$ cat src/pause_demux_defines.svh
`ifndef PAUSE_DEMUX_DEFINES_SVH
`define PAUSE_DEMUX_DEFINES_SVH

// Number of downstream pause ports behind the demultiplexer.
`define PAUSE_NO_SLVS 8

// Downstream ordering.
// A value of 1 moves every port at once.
// A value of 0 walks the ports one at a time.
`define PAUSE_PARALLEL 1

`endif

$ cat src/pause_types_pkg.sv
`default_nettype none

`include "pause_demux_defines.svh"

package pause_types_pkg;

    // One bit per downstream pause port.
    typedef logic [`PAUSE_NO_SLVS-1:0] pause_vec_t;

    // Index of one downstream port.
    typedef logic [$clog2(`PAUSE_NO_SLVS)-1:0] pause_idx_t;

endpackage

`default_nettype wire

$ cat src/pause_ctrl_pkg.sv
`default_nettype none

package pause_ctrl_pkg;

    // States of the downstream request sequencer.
    typedef enum logic [1:0] {
        IDLE,
        STEP,
        WAIT_ACK
    } seq_state_t;

endpackage

`default_nettype wire

$ cat src/pause_req_sequencer.sv
`timescale 1ns/1ns
`default_nettype none

module pause_req_sequencer
    import pause_types_pkg::*;
    import pause_ctrl_pkg::*;
#(
    parameter int NO_SLVS  = 8,
    parameter int PARALLEL = 1
) (
    input  logic       seq,
    input  logic       reset,
    input  logic       slv_req,
    input  logic       slv_ack,
    input  pause_vec_t msts_settled,
    output pause_vec_t msts_req
);

    seq_state_t state;
    pause_idx_t idx;
    pause_idx_t next_idx;
    logic       target;
    logic       start;
    logic       last_port;
    logic       all_settled;

    // A new upstream request is open while req and ack differ.
    assign start = (slv_req != slv_ack);

    assign all_settled = &msts_settled;

    // Pausing walks upward from port 0, resuming walks down from the top.
    always_comb begin
        if (target) begin
            next_idx  = idx + pause_idx_t'(1);
            last_port = (idx == pause_idx_t'(NO_SLVS - 1));
        end else begin
            next_idx  = idx - pause_idx_t'(1);
            last_port = (idx == pause_idx_t'(0));
        end
    end

    always_ff @(posedge seq) begin
        if (reset) begin
            // The system comes out of reset paused.
            state    <= IDLE;
            idx      <= '0;
            target   <= 1'b1;
            msts_req <= '1;
        end else begin
            case (state)
                IDLE: begin
                    if (start) begin
                        target <= slv_req;
                        if (PARALLEL != 0) begin
                            msts_req <= {NO_SLVS{slv_req}};
                            state    <= WAIT_ACK;
                        end else begin
                            if (slv_req) begin
                                idx <= pause_idx_t'(0);
                            end else begin
                                idx <= pause_idx_t'(NO_SLVS - 1);
                            end
                            state <= STEP;
                        end
                    end
                end

                STEP: begin
                    // Only the port under the pointer moves.
                    msts_req[idx] <= target;
                    state         <= WAIT_ACK;
                end

                WAIT_ACK: begin
                    if (PARALLEL != 0) begin
                        if (all_settled) begin
                            state <= IDLE;
                        end
                    end else if (msts_settled[idx]) begin
                        if (last_port) begin
                            state <= IDLE;
                        end else begin
                            idx   <= next_idx;
                            state <= STEP;
                        end
                    end
                end

                default: begin
                    state <= IDLE;
                end
            endcase
        end
    end

endmodule

`default_nettype wire

$ cat src/pause_ack_tracker.sv
`timescale 1ns/1ns
`default_nettype none

module pause_ack_tracker
    import pause_types_pkg::*;
#(
    parameter int NO_SLVS = 8
) (
    input  logic       seq,
    input  logic       reset,
    input  pause_vec_t msts_req,
    input  pause_vec_t msts_ack,
    input  logic       slv_req,
    output pause_vec_t msts_settled,
    output logic       slv_ack
);

    pause_vec_t ack_q;
    logic       all_settled;
    logic       req_at_target;

    // Downstream acks are sampled once before any decision is made on them.
    always_ff @(posedge seq) begin
        if (reset) begin
            ack_q <= '1;
        end else begin
            ack_q <= msts_ack;
        end
    end

    // A port is settled when its sampled ack has caught up with its req.
    assign msts_settled = ~(ack_q ^ msts_req);

    assign all_settled = &msts_settled;

    // Every req must also sit at the upstream value.
    // Without this, a serial walk that has not reached the last port
    // would look finished.
    assign req_at_target = (msts_req == {NO_SLVS{slv_req}});

    always_ff @(posedge seq) begin
        if (reset) begin
            slv_ack <= 1'b1;
        end else if (all_settled && req_at_target) begin
            slv_ack <= slv_req;
        end
    end

endmodule

`default_nettype wire

$ cat src/pause_demux.sv
`timescale 1ns/1ns
`default_nettype none

`include "pause_demux_defines.svh"

module pause_demux
    import pause_types_pkg::*;
#(
    parameter int NO_SLVS  = `PAUSE_NO_SLVS,
    parameter int PARALLEL = `PAUSE_PARALLEL
) (
    input  logic       seq,
    input  logic       reset,

    input  logic       slv_req,
    output logic       slv_ack,

    output pause_vec_t msts_req,
    input  pause_vec_t msts_ack
);

    pause_vec_t msts_settled;

    // The sequencer owns the downstream requests.
    pause_req_sequencer #(
        .NO_SLVS  (NO_SLVS),
        .PARALLEL (PARALLEL)
    ) pause_req_sequencer_i (
        .seq          (seq),
        .reset        (reset),
        .slv_req      (slv_req),
        .slv_ack      (slv_ack),
        .msts_settled (msts_settled),
        .msts_req     (msts_req)
    );

    // The tracker watches the downstream acks and answers upstream.
    pause_ack_tracker #(
        .NO_SLVS (NO_SLVS)
    ) pause_ack_tracker_i (
        .seq          (seq),
        .reset        (reset),
        .msts_req     (msts_req),
        .msts_ack     (msts_ack),
        .slv_req      (slv_req),
        .msts_settled (msts_settled),
        .slv_ack      (slv_ack)
    );

endmodule

`default_nettype wire

$ cat config.mk
export PLATFORM = sky130hd
export DESIGN_NAME = pause_demux
export DESIGN_NICKNAME = d
export VERILOG_FILES = /design/src/pause_types_pkg.sv /design/src/pause_ctrl_pkg.sv /design/src/pause_req_sequencer.sv /design/src/pause_ack_tracker.sv /design/src/pause_demux.sv
export VERILOG_INCLUDE_DIRS = /design/src
export SDC_FILE = /design/constraint.sdc
export NUM_CORES = 1
export LEC_CHECK = 0
export BUFFER_PORTS_ARGS = -buffer_cell sky130_fd_sc_hd__buf_2
export CAP_MARGIN = 20
export CORE_AREA = 2 2 39 41
export DETAILED_ROUTE_END_ITERATION = 7
export DIE_AREA = 0 0 41 43
export MAX_ROUTING_LAYER = met4
export PLACE_DENSITY_LB_ADDON = 0.1
export SETUP_SLACK_MARGIN = 0.05
export SKIP_LAST_GASP = 1
export SLEW_MARGIN = 20
export SYNTH_ARGS = -nofsm -noshare
export SYNTH_HDL_FRONTEND = slang
export SYNTH_SLANG_ARGS = --single-unit
$ cat constraint.sdc
create_clock -name seq -period 1.65 [get_ports seq]
set_input_delay 0.165 -clock seq [delete_from_list [all_inputs] [get_ports seq]]
set_output_delay 0.165 -clock seq [all_outputs]
set_load 0.01 [all_outputs]
Word level (Yosys, flattened, before mapping)
Cells that the tools add are included.
{"block": "word_totals", "ff_bits": 20, "latch_bits": 0, "ramBits": 0, "rom_bits": 0, "out_inout_bits": 9, "wordCells": 28, "n_memories": 0}
{"block": "classes", "add_sub_neg": 0, "n_mul": 0, "div": 0, "n_lt_le_gt_ge": 0, "n_eq_ne": 6, "n_shift": 0, "mux": 5, "bitwise": 3, "n_reduce_logical": 8}
{"cell": "$pmux W8 S2", "n": 1}
{"cell": "$eq A8 B8 Y1", "n": 1}
{"cell": "$mux W8", "n": 1}
{"cell": "$not A8 Y8", "n": 1}
{"cell": "$reduce_and A8 Y1", "n": 1}
{"cell": "$xor A8 B8 Y8", "n": 1}
{"cell": "$pmux W2 S3", "n": 1}
{"cell": "$reduce_and A2 Y1", "n": 3}
{"cell": "$mux W2", "n": 2}
{"cell": "$ne A2 B1 Y1 const B", "n": 2}
{"cell": "$reduce_and A3 Y1", "n": 1}
{"cell": "$eq A2 B1 Y1 const B", "n": 1}
{"cell": "$eq A2 B2 Y1 const B", "n": 1}
{"cell": "$logic_not A2 Y1", "n": 1}
{"cell": "$reduce_bool A2 Y1", "n": 1}
{"cell": "$logic_and A1 B1 Y1", "n": 1}
{"cell": "$ne A1 B1 Y1", "n": 1}
{"cell": "$not A1 Y1", "n": 1}

Logic depth before layout (Yosys ltp)
Gate-level depths: netlist of the first run.
{"block": "depth", "depth_word": 5, "depth_mapped": 4, "mapped_depth_nobuf": 4}

Cells and area by module
From an unflattened synthesis of the first run, not the netlist that was laid out.
{"block": "hier_totals", "cells_unflattened": 57, "hier_area_um2": 549.3}
{"mod": "pause_ack_tracker", "instances": 1, "cells_each": 37, "area_each_um2": 389.1, "seq_area_each_um2": 180.2}
{"mod": "pause_req_sequencer", "instances": 1, "cells_each": 20, "area_each_um2": 160.2, "seq_area_each_um2": 40.0}

Worst setup path after synthesis of the first run
No wires, ideal clock.
{"block": "synth_path", "path_kind": "flip-flop to flip-flop", "from": "reg pause_req_sequencer_i.msts_req[6]", "to": "reg pause_ack_tracker_i.slv_ack", "setup_time_ns": 0.086, "arrival_time_ns": 1.470, "required_ns": 1.564, "path_slack_ns": 0.094, "stages_incl_launch_ff": 5, "path_buffers": 0, "synth_period_minus_slack_ns": 1.556, "cell_sequence": "dfxtp_1 -> or3_2 -> nor4_4 -> a41oi_1 -> a221oi_2"}
{"block": "synth_via", "elab_chain_len": 4, "word_cells_on_any_way": 5}
{"item": "start, declared", "line": "pause_req_sequencer.sv:16", "text": "output pause_vec_t msts_req"}
{"item": "start signal, assigned", "line": "pause_req_sequencer.sv:56", "text": "msts_req <= {NO_SLVS{slv_req}};"}
{"item": "start signal, assigned by index", "line": "pause_req_sequencer.sv:71", "text": "msts_req[idx] <= target;"}
{"item": "$xor A8 B8 Y8", "line": "pause_ack_tracker.sv:32", "text": "assign msts_settled = ~(ack_q ^ msts_req);"}
{"item": "$not A8 Y8", "line": "pause_ack_tracker.sv:32"}
{"item": "$reduce_and A8 Y1", "line": "pause_ack_tracker.sv:34", "text": "assign all_settled = &msts_settled;"}
{"item": "$logic_and A1 B1 Y1 (*)", "line": "pause_ack_tracker.sv:44", "text": "end else if (all_settled && req_at_target) begin"}
{"item": "end signal, assigned", "line": "pause_ack_tracker.sv:45", "text": "slv_ack <= slv_req;"}
{"item": "end, declared", "line": "pause_ack_tracker.sv:15", "text": "output logic slv_ack"}
Mark *: on every way between the ends. The rest lies on a longest branch, timed or not.
A chain may end at the register's enable or synchronous reset.

Final worst setup path of the first run
Same ends and word-level chain as after synthesis.

==> results of run 1 <==
-- logic make-up (layout without fill, tap and decap cells) --
logic type,Yosys count,after routing,share of synthesized area (%)
AO/OA/AOI/OAI,7,7,12.0
XOR/XNOR,1,1,1.87
buffers and inverters,9,25,12.8
flip-flops,11,11,46.9
AND/OR/NAND/NOR,19,19,26.4
-- per-layer routing --
metal | global-route usage (%) | vias up | share of wire (%)
li1 | - | 186 | -
met1 | 9.77 | 154 | 43
met2 | 13.1 | 11 | 48
met3 | 4.71 | 2 | 8.0
met4 | 6.00 | 0 | 0.60
met5 | - | - | 0
-- power groups by stage --
stage	clock (mW)	combinational, mW	sequential [mW]
after floorplan	0	0.0523	0.299
after global placement	0	0.0735	0.295
after detailed placement	0	0.0732	0.294
after CTS	0.176	0.0731	0.288
after global routing	0.190	0.0808	0.290
final	0.170	0.0716	0.288
-- worst max-delay path: stages (launching register included) --
cell and delay [ns]:
dfxtp_1 0.31, or3_2 0.50, nor4_4 0.26, a41oi_1 0.11, a221oi_2 0.26
-- cell usage after synthesis (2+ instances only) --
cell,n
dfxtp_1,11
buf_4,7
or2_2,4
a21oi_1,2
or2_1,4
nor2_1,4
nand2_1,2
-- stage by stage --
step | hold WS [ns] | total power, mW | setup WS, ns
6_report | 0.0853 | 0.530 | 0.139
5_1_grt | 0.0779 | 0.561 | 0.0622
4_1_cts | 0.0786 | 0.537 | 0.0816
3_5_place_dp | 0.349 | 0.368 | 0.0967
3_3_place_gp | 0.343 | 0.368 | 0.131
2_1_floorplan | 0.262 | 0.351 | 0.0938
-- flip-flops by register name, indices dropped and copies added, names as in the netlist --
signal / cells
pause_req_sequencer_i.msts_req: 1
pause_req_sequencer_i.state: 1
pause_ack_tracker_i.ack_q: 8
pause_ack_tracker_i.slv_ack: 1
-- worst paths after layout --
check	cells after the start	startpoint	endpoint	slack [ns]
hold reg to reg	2	pause_req_sequencer_i.state[1]	pause_req_sequencer_i.state[1]	0.54
setup / recovery	4	pause_req_sequencer_i.msts_req[6]	pause_ack_tracker_i.slv_ack	0.14
setup reg to reg	4	pause_req_sequencer_i.msts_req[6]	pause_ack_tracker_i.slv_ack	0.14
hold / removal	2	msts_ack[4]	pause_ack_tracker_i.ack_q[4]	0.09
-- layout make-up --
cell class | count | area share [%]
inverters | 1 | 0.668
flip-flops and latches | 11 | 39.2
repair buffers | 20 | 18.3
clock buffers | 4 | 4.68
well taps | 16 | 3.56
multi-input cells | 27 | 33.6
==> key figures, run 1 <==
Floorplan
  – I/O Pins: 20
  – Initial Util: 33.9%
  – Row Count: 14
  – DIE AREA: 0.00176 sq mm
  – Die width: 41 um
  – Core area: 0.00138 sq mm
  – Die height: 43 um

STA
  – Worst slew pin tran: 0.261 ns
  – Top achievable clock speed: 662 MHz
  – Tcrit/Tclk final: 91.6%
  – Final hold vios: 0
  – Max-slew headroom: 82.4%
  – Final setup TNS: 0 ns
  – RSZ-0062 raised after global routing: no
  – Fin crit period: 1.51 ns
  – Final Skew: 0.000668 ns
  – Max-slew violations: 0
  – Final setup vio count: 0

Detailed routing
  – Routed length per instance: 8.42 um
  – WL final: 665 um
  – Pre-Repair DR Iteration Count: 1
  – Remaining DRCs: 0
  – Via density: 4.47
  – Post-route ant nets: 0
  – DR iter-0 viols: 0
  – Via count: 353

Final layout
  – Fill count: 143
  – Layout cells sized above 1: 49.2%
  – N_diodes: 0
  – Design area: 562 sq um
  – Final Non-Filler Cells: 79
  – Multi-input logic area: 189 sq um
  – Most common cell after layout, fill and taps aside: buf_2
  – Most frequent cells in the layout: buf_2, dfxtp_1, or2_2, or2_1, nor2_1
  – Sequential cell area: 220 sq um
  – Final core utilization: 40.6%
  – # nets final: 75
  – Area grow syn2layout: 19.7%

Clock network
  – Clk buf depth: 2
  – Clock-pin slew on the worst setup and hold paths: 0.06 ns
  – # H-tree levels: 1
  – Inserted Clock Buffers: 3
  – CTS resizes: 0
  – Setup bufs post-CTS: 0
  – Post-CTS Hold Buffers: 0
  – CTS tree: yes
  – Root buf cell: clkbuf_4
  – CTS sink cnt: 11
  – Worst-skew pair later-pin latency: 0.25 ns

Yosys
  – Synth Register Bits: 11
  – Post-synth top area share: 46.9%
  – EDFF count, synth: 0
  – Largest cells by area after synthesis: dfxtp_1, buf_4, or2_1
  – Post-Syn Instances: 47
  – FFs w/ async S/R, synth: 0%
  – Synth Cell Area: 469 sq um
  – Mapped Nets: 58
  – Post-synthesis sequential area ratio: 46.9%
  – Synthesized area per cell: 9.98 sq um
  – Post-synth top flop: dfxtp_1
  – Library cells used by synthesis: 20
  – Synth area leader: dfxtp_1
  – YS warnings: 0

Critical path
  – Required time of the critical path: 1.82 ns
  – Worst Setup Start Kind: flip-flop
  – WS Path Type: flip-flop to flip-flop
  – Max Fanout on Critical Path: 2
  – Setup crit end kind: flip-flop
  – CP arrival: 1.68 ns

Job
  – Max-capacitance violation count: 0

Placed design
  – I/O Buffers: 19
  – Dpl hpwl: 548 um
  – Gpl congestion: 0.623
  – Placed inst area: 536 sq um
  – Placed cells: 75

Power
  – PwrDens: 943 mW/mm^2
  – Clock power share: 32.0%
  – Switching pwr: 120 uW
  – Comb pwr share: 13.5%
  – Pint: 409 uW
  – Sequential share of power: 54.4%
  – Net Sw Frac: 22.7%
  – Worst vdd ir: 0.000385 V
  – LEAKAGE: 0.248 nW

Global route
  – First-pass GRT wire length: 1040 um
  – Gr ovfl total: 0
  – Largest net degree at the start of global routing: 14
  – Initial antenna violation count: 0
  – Vias in the first global route: 279
  – Total track usage: 9.30%

Outcome
  – Status: completed

Worst hold path
  – Hold Crit Class: input pin to flip-flop
Power figures use the tool's default switching activity.
==> inputs of run 2 (changes only) <==
Settings changed: BUFFER_PORTS_ARGS -buffer_cell sky130_fd_sc_hd__buf_2 to -buffer_cell sky130_fd_sc_hd__buf_4, SLEW_MARGIN 20 to 5.
==> run 2 against run 1 <==
Against the previous run:
- sequential share of layout area shrank 3.1 points
- sequential power about the same
- register-to-register slack worse by 0.02 ns
- largest power group unchanged
==> key figures, run 2 (synthesis results as in run 1) <==
STA
  – Fin crit period: 1.53 ns (was 1.51 ns)
  – Max-slew violations: 0 (unchanged)
  – Max-slew headroom: 81.3% (was 82.4%)
  – Final setup TNS: 0 ns (unchanged)
  – Final setup margin: 0.117 ns (was 0.139 ns)
  – WHS: 0.0818 ns (was 0.0853 ns)
  – Final setup vio count: 0 (unchanged)
  – RSZ-0062 raised after global routing: no (unchanged)
  – Top achievable clock speed: 652 MHz (was 662 MHz)
  – Final Skew: 0.00113 ns (was 0.000668 ns)
  – Final hold vios: 0 (unchanged)
  – Worst slew pin tran: 0.279 ns (was 0.261 ns)
  – Tcrit/Tclk final: 92.9% (was 91.6%)

Worst hold path
  – Hold Crit Class: input pin to flip-flop (unchanged)

Placed design
  – Pre-CTS WS: 0.0872 ns (was 0.0967 ns)
  – Placed inst area: 583 sq um (was 536 sq um)
  – I/O Buffers: 19 (unchanged)
  – Dpl hpwl: 605 um (was 548 um)
  – Gpl congestion: 0.619 (was 0.623)

Clock network
  – Root buf cell: clkbuf_4 (unchanged)
  – CTS tree: yes (unchanged)
  – Worst-skew pair later-pin latency: 0.26 ns (was 0.25 ns)
  – CTS resizes: 0 (unchanged)
  – Clock-pin slew on the worst setup and hold paths: 0.07 ns (was 0.06 ns)
  – Setup bufs post-CTS: 0 (unchanged)
  – Inserted Clock Buffers: 3 (unchanged)
  – Post-CTS Hold Buffers: 0 (unchanged)
  – Clk buf depth: 2 (unchanged)
  – CTS sink cnt: 11 (unchanged)
  – # H-tree levels: 1 (unchanged)

Detailed routing
  – WL final: 759 um (was 665 um)
  – Post-route ant nets: 0 (unchanged)
  – Remaining DRCs: 0 (unchanged)
  – Via density: 4.49 (was 4.47)
  – DR iter-0 viols: 0 (unchanged)
  – Pre-Repair DR Iteration Count: 1 (unchanged)
  – Routed length per instance: 9.61 um (was 8.42 um)
  – Via count: 355 (was 353)

Power
  – LEAKAGE: 0.269 nW (was 0.248 nW)
  – Total chip power: 551 uW (was 530 uW)
  – PwrDens: 905 mW/mm^2 (was 943 mW/mm^2)
  – Worst vdd ir: 0.000392 V (was 0.000385 V)

Global route
  – Largest net degree at the start of global routing: 14 (unchanged)
  – First-pass GRT wire length: 1170 um (was 1040 um)
  – Gr ovfl total: 0 (unchanged)
  – Initial antenna violation count: 0 (unchanged)
  – Vias in the first global route: 299 (was 279)
  – Total track usage: 10.5% (was 9.30%)

Final layout
  – Largest register FFs: 8 (unchanged)
  – Most common cell after layout, fill and taps aside: buf_4 (was buf_2)
  – Sequential cell area: 220 sq um (unchanged)
  – Multi-input logic area: 189 sq um (unchanged)
  – # nets final: 75 (unchanged)
  – Most frequent cells in the layout: buf_4, dfxtp_1, or2_2, or2_1, nor2_1 (was buf_2, dfxtp_1, or2_2, or2_1, nor2_1)
  – Design area: 609 sq um (was 562 sq um)
  – Area grow syn2layout: 29.9% (was 19.7%)
  – Fill count: 150 (was 143)
  – N_diodes: 0 (unchanged)
  – Layout cells sized above 1: 49.2% (unchanged)
  – Most flop-heavy register: pause_ack_tracker_i.ack_q (unchanged)

Critical path
  – WS Path Type: flip-flop to flip-flop (unchanged)
  – Worst Setup Start Kind: flip-flop (unchanged)
  – Required time of the critical path: 1.83 ns (was 1.82 ns)
  – Setup crit end kind: flip-flop (unchanged)
  – Max Fanout on Critical Path: 2 (unchanged)
  – CP arrival: 1.71 ns (was 1.68 ns)

Job
  – Max-capacitance violation count: 0 (unchanged)

Floorplan
  – DIE AREA: 0.00176 sq mm (unchanged)
  – Die width: 41 um (unchanged)
  – Die height: 43 um (unchanged)
  – Row Count: 14 (unchanged)
  – I/O Pins: 20 (unchanged)
  – Initial Util: 33.9% (unchanged)
  – Core area: 0.00138 sq mm (unchanged)

Outcome
  – Status: completed (unchanged)
run 2: cell types whose count changed in the layout (fill, tap and decap cells not counted):
| cell | before | now |
|---|---|---|
| buf_4 | 1 | 20 |
| buf_2 | 19 | 0 |
run 2: cell type report:
type	instances	share of cell area [%]
Sequential cell	11	36.1
Multi-Input combinational cell	27	31.0
Timing Repair Buffer	20	24.6
Clock buffer	4	4.31
Tap cell	16	3.29
Inverter	1	0.616
run 2: worst paths after layout:
| kind | start | endpoint | slack, ns | depth (start not counted) |
|---|---|---|---|---|
| setup reg to reg | pause_req_sequencer_i.msts_req[6] | pause_ack_tracker_i.slv_ack | 0.12 | 4 |
| setup / recovery | pause_req_sequencer_i.msts_req[6] | pause_ack_tracker_i.slv_ack | 0.12 | 4 |
| hold reg to reg | pause_req_sequencer_i.state[1] | pause_req_sequencer_i.state[1] | 0.55 | 2 |
| hold / removal | msts_ack[5] | pause_ack_tracker_i.ack_q[5] | 0.08 | 2 |
run 2: where the power goes:
| part | internal, mW | leakage [nW] | switching (mW) |
|---|---|---|---|
| Combinational | 0.0515 | 0.162 | 0.0373 |
| Sequential | 0.280 | 0.0917 | 0.00830 |
| Clock | 0.0933 | 0.0150 | 0.0808 |
run 2: metrics by stage:
stage | util [%] | cells
detailed placement | 42.1 | 75
CTS | 44.0 | 79
floorplan | - | 47
global route | 44.0 | 79
finish | 44.0 | 79
global placement | 42.1 | 75
run 2: worst max-delay path, stage by stage (launching register included):
cell	delay, ns
dfxtp_1	0.31
or3_2	0.51
nor4_4	0.27
a41oi_1	0.11
a221oi_2	0.26
run 2: per-layer routing:
| metal | GRT usage, % | wire [um] | vias up |
|---|---|---|---|
| met4 | 6.00 | 9 | 0 |
| li1 | - | - | 185 |
| met2 | 16.3 | 411 | 11 |
| met1 | 10.4 | 292 | 157 |
| met3 | 4.71 | 46 | 2 |
| met5 | - | 0 | - |
